File: config.mk
export PLATFORM = sky130hd
export DESIGN_NAME = vseq_top
export DESIGN_NICKNAME = d
export VERILOG_FILES = /design/src/source/vseq_pkg.sv /design/src/source/vinsn_tracker.sv /design/src/source/vreg_scoreboard.sv /design/src/source/unit_queue_cnt.sv /design/src/source/vseq_issue.sv /design/src/source/vseq_top.sv
export VERILOG_INCLUDE_DIRS = /design/src /design/src/source
export SDC_FILE = /design/constraint.sdc
export NUM_CORES = 1
export LEC_CHECK = 0
export BUFFER_PORTS_ARGS = -buffer_cell sky130_fd_sc_hd__buf_2
export CORE_MARGIN = 1.5
export CORE_UTILIZATION = 35
export CTS_CLUSTER_SIZE = 14
export DETAILED_ROUTE_END_ITERATION = 6
export GPL_ROUTABILITY_DRIVEN = 0
export PLACE_DENSITY_LB_ADDON = 0.05
export SYNTH_ARGS = -nofsm -noshare
export SYNTH_HDL_FRONTEND = slang
export SYNTH_HIERARCHICAL = 1
export SYNTH_SLANG_ARGS = --single-unit
File: constraint.sdc
create_clock -name clk_i -period 5.9 [get_ports clk_i]
set_clock_uncertainty 0.15 [all_clocks]
set_input_delay 0.59 -clock clk_i [delete_from_list [all_inputs] [get_ports clk_i]]
set_output_delay 0.59 -clock clk_i [all_outputs]
set_load 0.005 [all_outputs]
File: src/source/vseq_defines.svh
/*
  Sizing macros for the vector sequencer
  VSEQ_NR_VINSN must be a power of two so IDs fill their field
  The ALU queue is assumed to be the deepest, counters are sized from it
*/
`ifndef VSEQ_DEFINES_SVH
`define VSEQ_DEFINES_SVH

// Parallel lanes, each one runs every ALU instruction
`define VSEQ_NR_LANES 4
// Instruction IDs that may be in flight at once
`define VSEQ_NR_VINSN 8
// Architectural vector registers
`define VSEQ_NR_VREGS 32

// Per-unit instruction queue depths
`define VSEQ_ALU_DEPTH 4
`define VSEQ_LD_DEPTH 2
`define VSEQ_ST_DEPTH 2

// Lanes, then load unit, then store unit
`define VSEQ_NR_PES (`VSEQ_NR_LANES + 2)

`endif

File: src/source/vseq_pkg.sv
/*
  Shared types of the vector sequencer
  Field widths follow the sizing macros, hazard vectors hold one bit per ID
*/
`default_nettype none

`include "vseq_defines.svh"

package vseq_pkg;

  // Widths that carry a meaning
  typedef logic [$clog2(`VSEQ_NR_VINSN)-1:0] vid_t;
  typedef logic [$clog2(`VSEQ_NR_VREGS)-1:0] vreg_t;
  typedef logic [`VSEQ_NR_VINSN-1:0]         vinsn_vec_t;
  typedef logic [15:0]                       vl_t;

  typedef enum logic [2:0] {
    OP_ADD,
    OP_SUB,
    OP_MUL,
    OP_LOAD,
    OP_STORE
  } vop_e;

  // Values double as index into per-unit vectors
  typedef enum logic [1:0] {
    UNIT_ALU   = 2'd0,
    UNIT_LOAD  = 2'd1,
    UNIT_STORE = 2'd2
  } unit_e;

  typedef enum logic {
    ISSUE_IDLE,
    ISSUE_HOLD
  } issue_state_e;

  // Decoded instruction from the dispatcher
  typedef struct packed {
    vop_e  op;
    vreg_t vs1;
    logic  use_vs1;
    vreg_t vs2;
    logic  use_vs2;
    vreg_t vd;
    logic  use_vd;
    vl_t   vl;
  } seq_req_t;

  // Request broadcast to all PEs
  typedef struct packed {
    vid_t       id;
    vop_e       op;
    unit_e      unit;
    vreg_t      vs1;
    logic       use_vs1;
    vreg_t      vs2;
    logic       use_vs2;
    vreg_t      vd;
    logic       use_vd;
    vl_t        vl;
    vinsn_vec_t hazard_vs1;
    vinsn_vec_t hazard_vs2;
    vinsn_vec_t hazard_vd;
  } pe_req_t;

  // Last reader or writer of one vector register
  typedef struct packed {
    vid_t vid;
    logic valid;
  } vreg_access_t;

  // Unit that executes an operation
  function automatic unit_e unit_of(vop_e op);
    case (op)
      OP_LOAD:  unit_of = UNIT_LOAD;
      OP_STORE: unit_of = UNIT_STORE;
      default:  unit_of = UNIT_ALU;
    endcase
  endfunction

endpackage

`default_nettype wire

File: src/source/vinsn_tracker.sv
/*
  Tracks which instruction ID runs on which PE
  An ALU instruction occupies every lane, a memory one only its unit
  Done bits must only hit IDs that are running on that PE
  The free ID search sees completions one cycle after the done pulse
*/
`timescale 1ns/1ps
`default_nettype none

`include "vseq_defines.svh"

module vinsn_tracker (
  input  wire                                          clk_i,
  input  wire                                          rst_ni,
  input  wire                                          issue_i,
  input  vseq_pkg::vid_t                               issue_id_i,
  input  vseq_pkg::unit_e                              issue_unit_i,
  input  vseq_pkg::vinsn_vec_t [`VSEQ_NR_PES-1:0]      pe_done_i,
  output vseq_pkg::vinsn_vec_t                         running_o,
  output vseq_pkg::vid_t                               next_id_o,
  output logic                                         full_o,
  output logic                                         idle_o
);

  // One row per PE, one column per ID
  vseq_pkg::vinsn_vec_t [`VSEQ_NR_PES-1:0] pe_running_d, pe_running_q;

  always_comb begin
    pe_running_d = pe_running_q;
    // Retire first
    for (int pe = 0; pe < `VSEQ_NR_PES; pe++) begin
      pe_running_d[pe] &= ~pe_done_i[pe];
    end
    // Then mark the newly issued ID
    if (issue_i) begin
      case (issue_unit_i)
        vseq_pkg::UNIT_LOAD:  pe_running_d[`VSEQ_NR_LANES][issue_id_i]     = 1'b1;
        vseq_pkg::UNIT_STORE: pe_running_d[`VSEQ_NR_LANES + 1][issue_id_i] = 1'b1;
        default: begin
          for (int l = 0; l < `VSEQ_NR_LANES; l++) begin
            pe_running_d[l][issue_id_i] = 1'b1;
          end
        end
      endcase
    end
  end

  always_ff @(posedge clk_i or negedge rst_ni) begin
    if (!rst_ni) begin
      pe_running_q <= '0;
    end else begin
      pe_running_q <= pe_running_d;
    end
  end

  // ID busy anywhere in the unit
  always_comb begin
    running_o = '0;
    for (int pe = 0; pe < `VSEQ_NR_PES; pe++) begin
      running_o |= pe_running_q[pe];
    end
  end

  // Lowest free ID, the last hit of a downward scan wins
  always_comb begin
    next_id_o = '0;
    full_o    = 1'b1;
    for (int i = `VSEQ_NR_VINSN - 1; i >= 0; i--) begin
      if (!running_o[i]) begin
        next_id_o = vseq_pkg::vid_t'(i);
        full_o    = 1'b0;
      end
    end
  end

  assign idle_o = ~|running_o;

endmodule

`default_nettype wire

File: src/source/vreg_scoreboard.sv
/*
  Register scoreboard for RAW, WAR and WAW detection
  Only the latest reader and writer of each register are remembered
  Entries and table columns drop out once their ID stops running
  Hazard outputs are combinational on the incoming request
*/
`timescale 1ns/1ps
`default_nettype none

`include "vseq_defines.svh"

module vreg_scoreboard (
  input  wire                                          clk_i,
  input  wire                                          rst_ni,
  input  vseq_pkg::seq_req_t                           seq_req_i,
  input  wire                                          issue_i,
  input  vseq_pkg::vid_t                               issue_id_i,
  input  vseq_pkg::vinsn_vec_t                         running_i,
  output vseq_pkg::vinsn_vec_t                         hazard_vs1_o,
  output vseq_pkg::vinsn_vec_t                         hazard_vs2_o,
  output vseq_pkg::vinsn_vec_t                         hazard_vd_o,
  output vseq_pkg::vinsn_vec_t [`VSEQ_NR_VINSN-1:0]    hazard_table_o
);

  vseq_pkg::vreg_access_t [`VSEQ_NR_VREGS-1:0] read_list_d, read_list_q;
  vseq_pkg::vreg_access_t [`VSEQ_NR_VREGS-1:0] write_list_d, write_list_q;
  vseq_pkg::vinsn_vec_t   [`VSEQ_NR_VINSN-1:0] table_d, table_q;
  vseq_pkg::vinsn_vec_t                        hz_vs1, hz_vs2, hz_vd;

  always_comb begin
    read_list_d  = read_list_q;
    write_list_d = write_list_q;

    // Forget accesses of retired instructions
    for (int v = 0; v < `VSEQ_NR_VREGS; v++) begin
      read_list_d[v].valid  = read_list_q[v].valid & running_i[read_list_q[v].vid];
      write_list_d[v].valid = write_list_q[v].valid & running_i[write_list_q[v].vid];
    end

    hz_vs1 = '0;
    hz_vs2 = '0;
    hz_vd  = '0;

    // RAW on the sources
    if (seq_req_i.use_vs1 && write_list_d[seq_req_i.vs1].valid)
      hz_vs1[write_list_d[seq_req_i.vs1].vid] = 1'b1;
    if (seq_req_i.use_vs2 && write_list_d[seq_req_i.vs2].valid)
      hz_vs2[write_list_d[seq_req_i.vs2].vid] = 1'b1;

    if (seq_req_i.use_vd) begin
      // WAR, the pending reader of vd blocks every operand
      if (read_list_d[seq_req_i.vd].valid) begin
        hz_vs1[read_list_d[seq_req_i.vd].vid] = 1'b1;
        hz_vs2[read_list_d[seq_req_i.vd].vid] = 1'b1;
        hz_vd[read_list_d[seq_req_i.vd].vid]  = 1'b1;
      end
      // WAW
      if (write_list_d[seq_req_i.vd].valid)
        hz_vd[write_list_d[seq_req_i.vd].vid] = 1'b1;
    end

    // Clear columns of IDs no longer running
    for (int r = 0; r < `VSEQ_NR_VINSN; r++) begin
      table_d[r] = table_q[r] & running_i;
    end

    // Record the issued instruction
    if (issue_i) begin
      if (seq_req_i.use_vd)
        write_list_d[seq_req_i.vd] = '{vid: issue_id_i, valid: 1'b1};
      if (seq_req_i.use_vs1)
        read_list_d[seq_req_i.vs1] = '{vid: issue_id_i, valid: 1'b1};
      if (seq_req_i.use_vs2)
        read_list_d[seq_req_i.vs2] = '{vid: issue_id_i, valid: 1'b1};
      table_d[issue_id_i] = hz_vs1 | hz_vs2 | hz_vd;
    end
  end

  always_ff @(posedge clk_i or negedge rst_ni) begin
    if (!rst_ni) begin
      read_list_q  <= '0;
      write_list_q <= '0;
      table_q      <= '0;
    end else begin
      read_list_q  <= read_list_d;
      write_list_q <= write_list_d;
      table_q      <= table_d;
    end
  end

  assign hazard_vs1_o   = hz_vs1;
  assign hazard_vs2_o   = hz_vs2;
  assign hazard_vd_o    = hz_vd;
  assign hazard_table_o = table_q;

endmodule

`default_nettype wire

File: src/source/unit_queue_cnt.sv
/*
  In-flight counters for the ALU, load and store queues
  At most one completion per unit and cycle is counted
  Counter width is taken from the ALU depth, the deepest queue
*/
`timescale 1ns/1ps
`default_nettype none

`include "vseq_defines.svh"

module unit_queue_cnt (
  input  wire             clk_i,
  input  wire             rst_ni,
  input  wire             issue_i,
  input  vseq_pkg::unit_e issue_unit_i,
  input  wire  [2:0]      done_i,
  output logic [2:0]      unit_ready_o
);

  localparam int unsigned CNT_W = $clog2(`VSEQ_ALU_DEPTH + 1);

  // Indexed by unit_e value
  localparam int unsigned DEPTH [3] = '{`VSEQ_ALU_DEPTH, `VSEQ_LD_DEPTH, `VSEQ_ST_DEPTH};

  for (genvar u = 0; u < 3; u++) begin : gen_cnt
    logic [CNT_W-1:0] cnt_q;
    logic             up;

    assign up = issue_i && (issue_unit_i == vseq_pkg::unit_e'(u));

    // Issue and completion together leave the count unchanged
    always_ff @(posedge clk_i or negedge rst_ni) begin
      if (!rst_ni) begin
        cnt_q <= '0;
      end else if (up && !done_i[u]) begin
        cnt_q <= cnt_q + 1'b1;
      end else if (!up && done_i[u]) begin
        cnt_q <= cnt_q - 1'b1;
      end
    end

    // Room for one more instruction
    assign unit_ready_o[u] = (cnt_q < CNT_W'(DEPTH[u]));
  end

endmodule

`default_nettype wire

File: src/source/vseq_issue.sv
/*
  Issue control between dispatcher and PEs
  One request at a time, held until every lane takes it
  Load and store readiness comes from the queue counters only
*/
`timescale 1ns/1ps
`default_nettype none

`include "vseq_defines.svh"

module vseq_issue (
  input  wire                                 clk_i,
  input  wire                                 rst_ni,
  input  vseq_pkg::seq_req_t                  seq_req_i,
  input  wire                                 req_valid_i,
  input  vseq_pkg::vid_t                      next_id_i,
  input  wire                                 full_i,
  input  wire  [2:0]                          unit_ready_i,
  input  vseq_pkg::vinsn_vec_t                hazard_vs1_i,
  input  vseq_pkg::vinsn_vec_t                hazard_vs2_i,
  input  vseq_pkg::vinsn_vec_t                hazard_vd_i,
  input  wire  [`VSEQ_NR_LANES-1:0]           pe_req_ready_i,
  output logic                                req_ready_o,
  output logic                                issue_o,
  output vseq_pkg::vid_t                      issue_id_o,
  output vseq_pkg::unit_e                     issue_unit_o,
  output vseq_pkg::pe_req_t                   pe_req_o,
  output logic                                pe_req_valid_o
);

  vseq_pkg::issue_state_e state_d, state_q;
  vseq_pkg::pe_req_t      pe_req_d, pe_req_q;
  vseq_pkg::unit_e        unit;

  assign unit = vseq_pkg::unit_of(seq_req_i.op);

  //////////////////////////////
  // Handshake and FSM
  //////////////////////////////

  always_comb begin
    state_d     = state_q;
    req_ready_o = 1'b0;
    case (state_q)
      vseq_pkg::ISSUE_IDLE: begin
        // Needs a free ID and room in the target queue
        req_ready_o = !full_i && unit_ready_i[unit];
        if (req_valid_i && req_ready_o)
          state_d = vseq_pkg::ISSUE_HOLD;
      end
      vseq_pkg::ISSUE_HOLD: begin
        // All lanes must take it in the same cycle
        if (&pe_req_ready_i)
          state_d = vseq_pkg::ISSUE_IDLE;
      end
      default: state_d = vseq_pkg::ISSUE_IDLE;
    endcase
  end

  assign issue_o      = req_valid_i && req_ready_o;
  assign issue_id_o   = next_id_i;
  assign issue_unit_o = unit;

  always_ff @(posedge clk_i or negedge rst_ni) begin
    if (!rst_ni) begin
      state_q <= vseq_pkg::ISSUE_IDLE;
    end else begin
      state_q <= state_d;
    end
  end

  //////////////////////////////
  // PE request
  //////////////////////////////

  always_comb begin
    pe_req_d = '{
      id:         next_id_i,
      op:         seq_req_i.op,
      unit:       unit,
      vs1:        seq_req_i.vs1,
      use_vs1:    seq_req_i.use_vs1,
      vs2:        seq_req_i.vs2,
      use_vs2:    seq_req_i.use_vs2,
      vd:         seq_req_i.vd,
      use_vd:     seq_req_i.use_vd,
      vl:         seq_req_i.vl,
      hazard_vs1: hazard_vs1_i,
      hazard_vs2: hazard_vs2_i,
      hazard_vd:  hazard_vd_i
    };
  end

  // Loaded only on transfer, so it stays put under back-pressure
  always_ff @(posedge clk_i) begin
    if (issue_o)
      pe_req_q <= pe_req_d;
  end

  assign pe_req_o       = pe_req_q;
  assign pe_req_valid_o = (state_q == vseq_pkg::ISSUE_HOLD);

endmodule

`default_nettype wire

File: src/source/vseq_top.sv
/*
  Vector instruction sequencer top level
  PE order is lanes first, then load unit, then store unit
  ALU queue completion follows lane 0 only
  Load and store ready bits are not used, their counters guard them
*/
`timescale 1ns/1ps
`default_nettype none

`include "vseq_defines.svh"

module vseq_top (
  input  wire                                         clk_i,
  input  wire                                         rst_ni,
  input  vseq_pkg::seq_req_t                          seq_req_i,
  input  wire                                         req_valid_i,
  output logic                                        req_ready_o,
  output vseq_pkg::pe_req_t                           pe_req_o,
  output logic                                        pe_req_valid_o,
  input  wire  [`VSEQ_NR_PES-1:0]                     pe_req_ready_i,
  input  vseq_pkg::vinsn_vec_t [`VSEQ_NR_PES-1:0]     pe_done_i,
  output vseq_pkg::vinsn_vec_t [`VSEQ_NR_VINSN-1:0]   hazard_table_o,
  output logic                                        idle_o
);

  logic                 issue;
  vseq_pkg::vid_t       issue_id;
  vseq_pkg::unit_e      issue_unit;
  vseq_pkg::vinsn_vec_t running;
  vseq_pkg::vid_t       next_id;
  logic                 full;
  logic [2:0]           unit_ready;
  logic [2:0]           unit_done;
  vseq_pkg::vinsn_vec_t hazard_vs1, hazard_vs2, hazard_vd;

  // One completion flag per unit, in unit_e order
  assign unit_done[vseq_pkg::UNIT_ALU]   = |pe_done_i[0];
  assign unit_done[vseq_pkg::UNIT_LOAD]  = |pe_done_i[`VSEQ_NR_LANES];
  assign unit_done[vseq_pkg::UNIT_STORE] = |pe_done_i[`VSEQ_NR_LANES + 1];

  vinsn_tracker i_tracker (
    .clk_i        (clk_i),
    .rst_ni       (rst_ni),
    .issue_i      (issue),
    .issue_id_i   (issue_id),
    .issue_unit_i (issue_unit),
    .pe_done_i    (pe_done_i),
    .running_o    (running),
    .next_id_o    (next_id),
    .full_o       (full),
    .idle_o       (idle_o)
  );

  vreg_scoreboard i_scoreboard (
    .clk_i          (clk_i),
    .rst_ni         (rst_ni),
    .seq_req_i      (seq_req_i),
    .issue_i        (issue),
    .issue_id_i     (issue_id),
    .running_i      (running),
    .hazard_vs1_o   (hazard_vs1),
    .hazard_vs2_o   (hazard_vs2),
    .hazard_vd_o    (hazard_vd),
    .hazard_table_o (hazard_table_o)
  );

  unit_queue_cnt i_queue_cnt (
    .clk_i        (clk_i),
    .rst_ni       (rst_ni),
    .issue_i      (issue),
    .issue_unit_i (issue_unit),
    .done_i       (unit_done),
    .unit_ready_o (unit_ready)
  );

  vseq_issue i_issue (
    .clk_i          (clk_i),
    .rst_ni         (rst_ni),
    .seq_req_i      (seq_req_i),
    .req_valid_i    (req_valid_i),
    .next_id_i      (next_id),
    .full_i         (full),
    .unit_ready_i   (unit_ready),
    .hazard_vs1_i   (hazard_vs1),
    .hazard_vs2_i   (hazard_vs2),
    .hazard_vd_i    (hazard_vd),
    .pe_req_ready_i (pe_req_ready_i[`VSEQ_NR_LANES-1:0]),
    .req_ready_o    (req_ready_o),
    .issue_o        (issue),
    .issue_id_o     (issue_id),
    .issue_unit_o   (issue_unit),
    .pe_req_o       (pe_req_o),
    .pe_req_valid_o (pe_req_valid_o)
  );

endmodule

`default_nettype wire

==> metrics.txt, run 1 <==
outcome complete, but fails checks; failing checks DRC; R2R depth 12; Synth async-reset ratio 85.1%; Die Y about 280 um; post-DP HPWL 73700 um; Longest Clk Path Bufs 3; setup TNS 0 ps; TritonCTS clock tree built; DR WL/cell around 28 um; DR vias/cell 6.02; maxcap violations 0; Synth Instances roughly 2400; vias in the first global route 22300; Internal Power 7.06 mW; Worst path depth 12; GRT Total Usage 26.4%; Hold Crit Class input pin to register; worst path bufs/invs 1; Pwr Total ~11 mW; Initial Util 35.2%; vias 22300; fin util 41.0%; area delta synth->final 16.5%; cell family with most CP delay simple AND/OR/NAND/NOR gates; CP startpoint kind register; CP Capture Type register; die width roughly 280 um; post-route DRC violation count 1; most frequent cells in the layout 378 x dfrtp_1, 232 x mux2_2, 222 x buf_2; remaining antenna violation count 0; Cell Area, Synth 27200 sq um; post-CTS setup buffers 0; wirelength, routed roughly 100000 um; Clock Tree Root clkbuf_16; combinational fraction of design power 36.9%; ranking of synthesized cells by area dfrtp_1 35%, mux4_2 11%, mux2_2 9.6%; EDFF count, synth between 60 and 70; largest net degree at the start of global routing ~160; Critical Path Slowest Stage Cell nor4b_4; crit path cell chain nor4_1 > nand2_4 > buf_4 > mux4_2 > mux2_2 > a221oi_1 > nor4_1 > o211ai_1 > nand4b_4 > nor3_2 > nor4b_4 > o21ai_1; Psw 4.25 mW; Avg Cell Area, Syn about 11 sq um; final hold violations 0; Iter 0 DRT Violations 1944; Clock Power Share 29.8%; leakage approximately 13 nW; crit path time final 4990 ps; critical path peak fanout 24; Num Clock Sinks between 400 and 500; gr ovfl total 0; Final Hold Slack 21.0 ps; Worst-Margin Slew 1010 ps; ys flop type dfrtp_1; Worst EP arrival between 5000 and 6000 ps; IO Pins about 230; Setup crit end i_scoreboard/hazard_table_o[39]$_DFF_PN0_; Critical Path Max Stage Delay 660 ps; core area ~77000 sq um; global-route wire length before repair ~150000 um; Sequential Power Share 33.3%; NumNets Final roughly 2700; pre-CTS setup slack 896 ps; Sw Share between 30% and 40%; unrepaired setup endpoints after global routing false; Slew Viols, Final 0; sequential area share after synthesis between 40% and 50%; Tcrit/Tclk final 84.5%; Reg-to-Reg Start i_tracker/pe_running_q[10]$_DFF_PN0_; CP Class register to register; area share of the largest cell type after synthesis 34.8%; r2r setup slk 910 ps; most frequent CP cell nor4_1; cell taking the most area after synthesis dfrtp_1; #FFs+latches synth 444; Final WS setup 914 ps; maximum VDD drop 0.000329 V; initial antenna violation count 2; Netlist cell types 97; First-pass DRT Iterations 7; die area 79300 sq um; commonest non-fill, non-tap cell in the layout dfrtp_1; I/O Buffers between 200 and 250; # rows 102; clock insertion delay at the later pin of the skew report 630 ps; Max Freq 201 MHz; Critical R2R Capture i_scoreboard/hazard_table_o[39]$_DFF_PN0_; total CTS buffers 54; Worst-path clk slew roughly 60 ps; final setup violation count 0; layout cells sized above 1 a little under a third; CTS H-tree depth 2; # diodes 0; Req. time, crit path 6240 ps; PwrDens between 300 and 400 nW/um^2; Synthesized Nets 2520; Ys Warns 6; relative slew slack 32.3%; Crit. Startpoint i_tracker/pe_running_q[10]$_DFF_PN0_
how the worst min path moves through the flow:
| stage | startpoint | to | slack, ps | depth (start not counted) |
|---|---|---|---|---|
| 3_3_place_gp | i_scoreboard/read_list_q[104]$_DFF_PN0_ | i_scoreboard/read_list_q[104]$_DFF_PN0_ | 290 | 2 |
| 3_5_place_dp | i_scoreboard/read_list_q[60]$_DFF_PN0_ | i_scoreboard/read_list_q[60]$_DFF_PN0_ | 310 | 2 |
| 6_report | pe_done_i[14] | i_tracker/pe_running_q[14]$_DFF_PN0_ | 20 | 2 |
| 5_1_grt | pe_done_i[15] | i_tracker/pe_running_q[15]$_DFF_PN0_ | 2 | 2 |
| 4_1_cts | seq_req_i[34] | i_issue/pe_req_o[60]$_DFFE_PP_ | 2 | 1 |
| 2_1_floorplan | rst_ni | i_issue/pe_req_valid_o$_DFF_PN0_ | 140 | 0 |
worst reg2reg max path: stages (launching register included):
cell and delay, ps:
dfrtp_1 380, nor4_1 620, nand2_4 420, buf_4 420, mux4_2 530, mux2_2 280
a221oi_1 410, nor4_1 130, o211ai_1 190, nand4b_4 340, nor3_2 150, nor4b_4 660
o21ai_1 160
sequential cells by signal, summed over array words and instances (netlist names):
signal and cells:
i_scoreboard/read_list_q 128, i_issue/pe_req_o 66, i_scoreboard/hazard_table_o 64, i_issue/pe_req_valid_o 1, i_tracker/pe_running_q 48, i_queue_cnt/gen_cnt.cnt_q 9
i_scoreboard/write_list_q 128
cells in the mapped netlist (52+ instances only):
cell type	n
dfrtp_1	378
nor2_1	104
mux2i_1	136
clkbuf_1	92
mux2_2	232
nand3_1	127
o22ai_1	66
buf_2	52
nand2_1	197
edfxtp_1	66
o21ai_0	103
mux4_2	137
inv_1	88
power by group through the flow:
stage	clock (mW)	combinational (mW)	sequential, mW
floorplan	0	2.71	3.69
global placement	0	4.07	3.80
detailed placement	0	4.13	3.82
CTS	3.47	4.17	3.77
global route	3.59	4.47	3.82
finish	3.37	4.17	3.77
kinds of logic (layout without fill, tap and decap cells):
logic type	after synthesis	count (layout)	share of synthesized area (%)
buf+inv	281	531	4.62
xor+xnor	9	9	0.290
compound gates	416	416	10.6
mux	516	516	27.0
simple gates	744	744	14.9
flops	444	444	42.1
fa+ha+maj	8	8	0.451
layout make-up:
| cell class | count | area [sq um] |
|---|---|---|
| Sequential cell | 444 | 11400 |
| Clock buffer | 81 | 1600 |
| Multi-Input combinational cell | 1693 | 14600 |
| Timing Repair Buffer | 342 | 2220 |
| Tap cell | 1040 | 1300 |
| Clock inverter | 17 | 180 |
| Fill cell | 7446 | 45500 |
| Inverter | 91 | 342 |
per-stage QoR:
stage          instances  instance area (sq um)
6_report            3708                  31700
5_1_grt             3708                  31700
4_1_cts             3708                  31700
3_5_place_dp        3560                  29400
3_3_place_gp        3560                  29400
2_1_floorplan       2418                  27200
per-layer routing:
metal / vias up / wire length (um) / track usage, %
met2: 993 / 47900 / 41.5
met5: - / 0 / 0
met1: 11500 / 46200 / 37.0
met4: 0 / 3400 / 8.02
li1: 9610 / - / -
met3: 191 / 7420 / 4.58
what timing repair did:
item                                   4_1_cts  5_1_grt
gates resized for setup                      0        0
endpoints found under the hold margin       75        0
hold buffers                                50        0
(Power assumes the default switching activity.)
==> run 2, diff against run 1 <==
- clock period: 5.9 -> 5 ns (I/O delays scaled with it)
==> metrics.txt, run 2 (same netlist as run 1, synthesis figures left out) <==
outcome completed (was complete, but fails checks); # rows 102 (unchanged); maximum VDD drop 0.000537 V (was 0.000329 V); Iter 0 DRT Violations 2017 (was 1944); unrepaired setup endpoints after global routing false (unchanged); NumNets Final 2787 (was 2728); clock insertion delay at the later pin of the skew report 640 ps (was 630 ps); Num Clock Sinks 444 (unchanged); Pwr Total 13.7 mW (was 11.3 mW); Hold Crit Class input pin to register (unchanged); Die Y 282 um (unchanged); most frequent CP cell buf_4 (was nor4_1); global-route wire length before repair 156000 um (was 154000 um); post-route DRC violation count 0 (was 1); total CTS buffers 54 (unchanged); Longest Clk Path Bufs 3 (unchanged); Tcrit/Tclk final 93.8% (was 84.5%); Clock Tree Root clkbuf_16 (unchanged); Critical Path Max Stage Delay 460 ps (was 660 ps); Req. time, crit path 5390 ps (was 6240 ps); die width 282 um (unchanged); final setup violation count 0 (unchanged); commonest non-fill, non-tap cell in the layout dfrtp_1 (unchanged); Critical Path Slowest Stage Cell inv_2 (was nor4b_4); layout cells sized above 1 32.3% (was 31.2%); vias in the first global route 22500 (was 22300); I/O Buffers 224 (unchanged); vias 22500 (was 22300); post-DP HPWL 74700 um (was 73700 um); CP Class register to register (unchanged); largest net degree at the start of global routing 113 (was 158); remaining antenna violation count 0 (unchanged); GRT Total Usage 26.5% (was 26.4%); final hold violations 0 (unchanged); CTS H-tree depth 2 (unchanged); maxcap violations 0 (unchanged); most frequent cells in the layout 378 x dfrtp_1, 232 x mux2_2, 222 x buf_2 (unchanged); crit path time final 4690 ps (was 4990 ps); PwrDens 423 nW/um^2 (was 357 nW/um^2); initial antenna violation count 1 (was 2); Worst-path clk slew 60 ps (about the same); core area 77200 sq um (unchanged); Worst EP arrival 5080 ps (was 5320 ps); worst path bufs/invs 4 (was 1); die area 79300 sq um (unchanged); critical path peak fanout 19 (was 24); cell family with most CP delay simple AND/OR/NAND/NOR gates (unchanged); wirelength, routed 105000 um (about the same); Final WS setup 309 ps (was 914 ps); relative slew slack 22.7% (was 32.3%); Max Freq 213 MHz (was 201 MHz); DR WL/cell 27.9 um (was 28.3 um); TritonCTS clock tree built (unchanged); pre-CTS setup slack 403 ps (was 896 ps); Initial Util 35.2% (unchanged); setup TNS 0 ps (unchanged); DR vias/cell 5.97 (was 6.02); CP Capture Type register (unchanged); leakage 13.7 nW (was 13.3 nW); CP startpoint kind register (unchanged); crit path cell chain nor2_1 > and3_1 > inv_2 > buf_4 > mux2_2 > a2bb2oi_1 > nand4_1 > a32o_1 > nor4_1 > nand4_1 > buf_4 > nor3_1 > nor4_4 > buf_4 > o21ai_0 (was nor4_1 > nand2_4 > buf_4 > mux4_2 > mux2_2 > a221oi_1 > nor4_1 > o211ai_1 > nand4b_4 > nor3_2 > nor4b_4 > o21ai_1); area delta synth->final 19.5% (was 16.5%); gr ovfl total 0 (unchanged); Worst-Margin Slew 1150 ps (was 1010 ps); First-pass DRT Iterations 5 (was 7); Slew Viols, Final 0 (unchanged); IO Pins 227 (unchanged)
run 2: changes by cell type in the layout (fill, tap and decap cells not counted), sizes merged:
cell and change:
buf +39, bufinv +4, clkbuf -8, clkinv +7
clkinvlp +1, diode +2, dlygate4sd3 +20
run 2: final cells by class:
cell class                      instances  area, sq um
Clock inverter                         29          392
Tap cell                             1040         1300
Sequential cell                       444        11400
Multi-Input combinational cell       1693        14600
Inverter                               91          342
Timing Repair Buffer                  401         2900
Fill cell                            7325        44700
Antenna cell                            2         5.00
Clock buffer                           73         1510
run 2: timing repair:
| item | 4_1_cts | 5_1_grt |
|---|---|---|
| hold buffers | 70 | 0 |
| resized for setup | 0 | 0 |
| buffers inserted | 0 | 0 |
| hold endpoints to repair | 147 | 0 |
run 2: stage by stage:
stage	util (%)	cell area [sq um]	hold slack, ps	std cells
3_3_place_gp	38.7	29900	295	3599
4_1_cts	42.1	32500	68.5	3771
6_report	42.1	32500	95.6	3773
3_5_place_dp	38.7	29900	299	3599
5_1_grt	42.1	32500	89.6	3771
2_1_floorplan	-	27200	54.4	2418
run 2: final timing paths:
path,startpoint,to,slack [ps],cells past startpoint
worst min-delay path,seq_req_i[22],i_issue/pe_req_o[46]$_DFFE_PP_,100,1
max in group asynchronous,rst_ni,i_scoreboard/write_list_q[16]$_DFF_PN0_,3160,3
worst max register to register,i_tracker/pe_running_q[47]$_DFF_PN0_,i_scoreboard/hazard_table_o[57]$_DFF_PN0_,310,15
worst min register to register,i_scoreboard/read_list_q[36]$_DFF_PN0_,i_scoreboard/read_list_q[36]$_DFF_PN0_,310,2
worst max-delay path,i_tracker/pe_running_q[47]$_DFF_PN0_,i_scoreboard/hazard_table_o[57]$_DFF_PN0_,310,15
min in group asynchronous,rst_ni,i_scoreboard/write_list_q[1]$_DFFE_PN0P_,320,2
run 2: routing by layer:
metal	wire length, um	GRT usage, %	vias to the layer above
met3	6810	3.88	212
met5	0	0	-
met2	48600	42.4	951
li1	-	-	9727
met4	3840	9.62	0
met1	46000	36.5	11600
run 2: report_power, final:
part,internal (mW),leakage [nW],switching [mW]
combinational,2.10,6.96,3.01
clock,2.50,0.934,1.69
sequential,4.04,5.82,0.407
total,8.63,13.7,5.11
==> run 3, diff against run 2 <==
--- a/config.mk
+++ b/config.mk
@@ -8,4 +8,5 @@
 export LEC_CHECK = 0
 export BUFFER_PORTS_ARGS = -buffer_cell sky130_fd_sc_hd__buf_2
+export CORE_ASPECT_RATIO = 2
 export CORE_MARGIN = 1.5
 export CORE_UTILIZATION = 35
--- a/constraint.sdc
+++ b/constraint.sdc
@@ -3,3 +3,3 @@
 set_input_delay 0.5 -clock clk_i [delete_from_list [all_inputs] [get_ports clk_i]]
 set_output_delay 0.5 -clock clk_i [all_outputs]
-set_load 0.005 [all_outputs]
+set_load 0.05 [all_outputs]
==> metrics.txt, run 3 (same netlist as run 1, synthesis figures left out) <==
NumNets Final 2829 (was 2787); r2r setup slk 270 ps (was 310 ps); Initial Util 35.3% (was 35.2%); largest net degree at the start of global routing 109 (was 113); cell family with most CP delay simple AND/OR/NAND/NOR gates (unchanged); maximum VDD drop 0.000583 V (was 0.000537 V); setup TNS 0 ps (unchanged); First-pass DRT Iterations 7 (was 5); total CTS buffers 47 (was 54); die area 79400 sq um (was 79300 sq um); GRT Total Usage 31.0% (was 26.5%); Iter 0 DRT Violations 1932 (was 2017); Worst EP arrival 5070 ps (was 5080 ps); layout cells sized above 1 33.2% (was 32.3%); area occupied by multi-input gates 14600 sq um (about the same); gr ovfl total 0 (unchanged); relative slew slack 21.6% (was 22.7%); Clock Tree Root clkbuf_16 (unchanged); final hold violations 0 (unchanged); unrepaired setup endpoints after global routing false (unchanged); failing checks DRC; PwrDens 425 nW/um^2 (was 423 nW/um^2); Die Y 397 um (was 282 um); area delta synth->final 19.9% (was 19.5%); Critical Path Slowest Stage Cell mux4_1 (was inv_2); crit path cell chain nor4_1 > nand3_4 > buf_12 > buf_4 > mux4_1 > o2bb2ai_1 > nor3_1 > a211oi_1 > nor4_1 > nand4b_1 > buf_4 > nor3_1 > buf_4 > nor4_4 > buf_12 > o21ai_0 (was nor2_1 > and3_1 > inv_2 > buf_4 > mux2_2 > a2bb2oi_1 > nand4_1 > a32o_1 > nor4_1 > nand4_1 > buf_4 > nor3_1 > nor4_4 > buf_4 > o21ai_0); Reg-to-Reg Start i_tracker/pe_running_q[21]$_DFF_PN0_ (was i_tracker/pe_running_q[47]$_DFF_PN0_); remaining antenna violation count 0 (unchanged); vias in the first global route 23900 (was 22500); CP startpoint kind register (unchanged); most frequent CP cell buf_4 (unchanged); leakage 13.8 nW (was 13.7 nW); CP Class register to register (unchanged); Seq. cell area 11400 sq um (unchanged); wirelength, routed 122000 um (was 105000 um); clock insertion delay at the later pin of the skew report 640 ps (about the same); Critical R2R Capture i_scoreboard/hazard_table_o[25]$_DFF_PN0_ (was i_scoreboard/hazard_table_o[57]$_DFF_PN0_); TritonCTS clock tree built (unchanged); # rows 144 (was 102); core area 76900 sq um (was 77200 sq um); worst path bufs/invs 5 (was 4); crit path time final 4730 ps (was 4690 ps); I/O Buffers 224 (unchanged); CTS H-tree depth 2 (unchanged); hold depth 3 (was 1); Worst-Margin Slew 1140 ps (was 1150 ps); critical path peak fanout 21 (was 19); die width 200 um (was 282 um); most frequent cells in the layout 378 x dfrtp_1, 232 x mux2_2, 222 x buf_2 (unchanged); Critical Path Max Stage Delay 480 ps (was 460 ps); Worst-path clk slew 60 ps (about the same); final setup violation count 0 (unchanged); post-route DRC violation count 15 (was 0); initial antenna violation count 10 (was 1); fin util 42.4% (was 42.1%); Hold EP i_issue/pe_req_valid_o$_DFF_PN0_ (was i_issue/pe_req_o[46]$_DFFE_PP_); DR vias/cell 6.06 (was 5.97); Num Clock Sinks 444 (unchanged); outcome complete, but fails checks (was completed); CP Capture Type register (unchanged); commonest non-fill, non-tap cell in the layout dfrtp_1 (unchanged); Slew Viols, Final 0 (unchanged); hold path start pe_req_ready_i[1] (was seq_req_i[22]); Req. time, crit path 5340 ps (was 5390 ps); IO Pins 227 (unchanged); layout filler cell count 7390 (was 7325); maxcap violations 0 (unchanged); vias 23000 (was 22500); post-DP HPWL 88200 um (was 74700 um); Longest Clk Path Bufs 3 (unchanged); Tcrit/Tclk final 94.6% (was 93.8%); Hold Crit Class input pin to register (unchanged); DR WL/cell 32.1 um (was 27.9 um); R2R depth 16 (was 15); Max Freq 211 MHz (was 213 MHz); global-route wire length before repair 173000 um (was 156000 um)
## run 3: cell count changes in the layout (fill, tap and decap cells not counted), moves of 3 or more
cell / delta
buf_12: +6
dlygate4sd3_1: -3
buf_4: +46
clkinv_2: -4
clkinvlp_4: +3
diode_2: +5
clkbuf_16: -5
clkinv_4: -5
bufinv_16: -3
## run 3: worst max path at each step
stage / start / end / slack, ps / depth (start not counted)
3_5_place_dp: i_tracker/pe_running_q[11]$_DFF_PN0_ / i_scoreboard/hazard_table_o[23]$_DFF_PN0_ / 360 / 14
2_1_floorplan: i_tracker/pe_running_q[11]$_DFF_PN0_ / i_scoreboard/write_list_q[121]$_DFFE_PN0P_ / 270 / 11
6_report: i_tracker/pe_running_q[21]$_DFF_PN0_ / i_scoreboard/hazard_table_o[25]$_DFF_PN0_ / 270 / 16
5_1_grt: i_tracker/pe_running_q[21]$_DFF_PN0_ / i_scoreboard/hazard_table_o[25]$_DFF_PN0_ / 130 / 16
4_1_cts: i_tracker/pe_running_q[11]$_DFF_PN0_ / i_scoreboard/hazard_table_o[31]$_DFF_PN0_ / 330 / 14
3_3_place_gp: i_tracker/pe_running_q[11]$_DFF_PN0_ / i_scoreboard/hazard_table_o[31]$_DFF_PN0_ / 340 / 14
## run 3: worst reg2reg max path, delay by kind of cell (launching register included)
kind / cells / cell delay (ps)
buffers and inverters: 5 / 1060
and+or+nand+nor: 7 / 1750
AOI/OAI and AO/OA: 3 / 770
muxes: 1 / 480
DFF: 1 / 380
## run 3: repair_timing
action / CTS / global route
buffers inserted: 0 / 0
hold endpoints to repair: 169 / 0
hold buffers: 67 / 0
gates resized for setup: 0 / 0
## run 3: layout make-up
cell class	count	area share [%]
well taps	1022	3.92
flip-flops and latches	444	35.1
diodes	7	0.0538
repair buffers	450	10.2
clock inverters	22	0.737
clock buffers	64	4.15
multi-input cells	1693	44.7
inverters	91	1.05
## run 3: per-stage QoR
stage	std cells	hold slack, ps	worst slack, ps	total power, mW	instance area, sq um
finish	3793	40.3	269	13.8	32600
global route	3787	18.5	134	14.4	32600
CTS	3786	15.7	333	13.9	32600
detailed placement	3633	307	357	10.1	30300
global placement	3633	299	343	9.95	30300
floorplan	2418	54.4	267	7.88	27200
## run 3: power by group
part	internal, mW	switching [mW]	total [mW]
logic	2.14	3.47	5.61
registers	4.04	0.425	4.46
clock network	2.11	1.65	3.76
total	8.29	5.55	13.8
## run 3: layer usage
layer	vias up	GRT usage [%]	part of all wire [%]
li1	9785	-	-
met1	11600	31.2	33
met2	1129	54.8	51
met3	421	5.80	5.8
met4	2	25.5	10
met5	-	0.251	0.0082
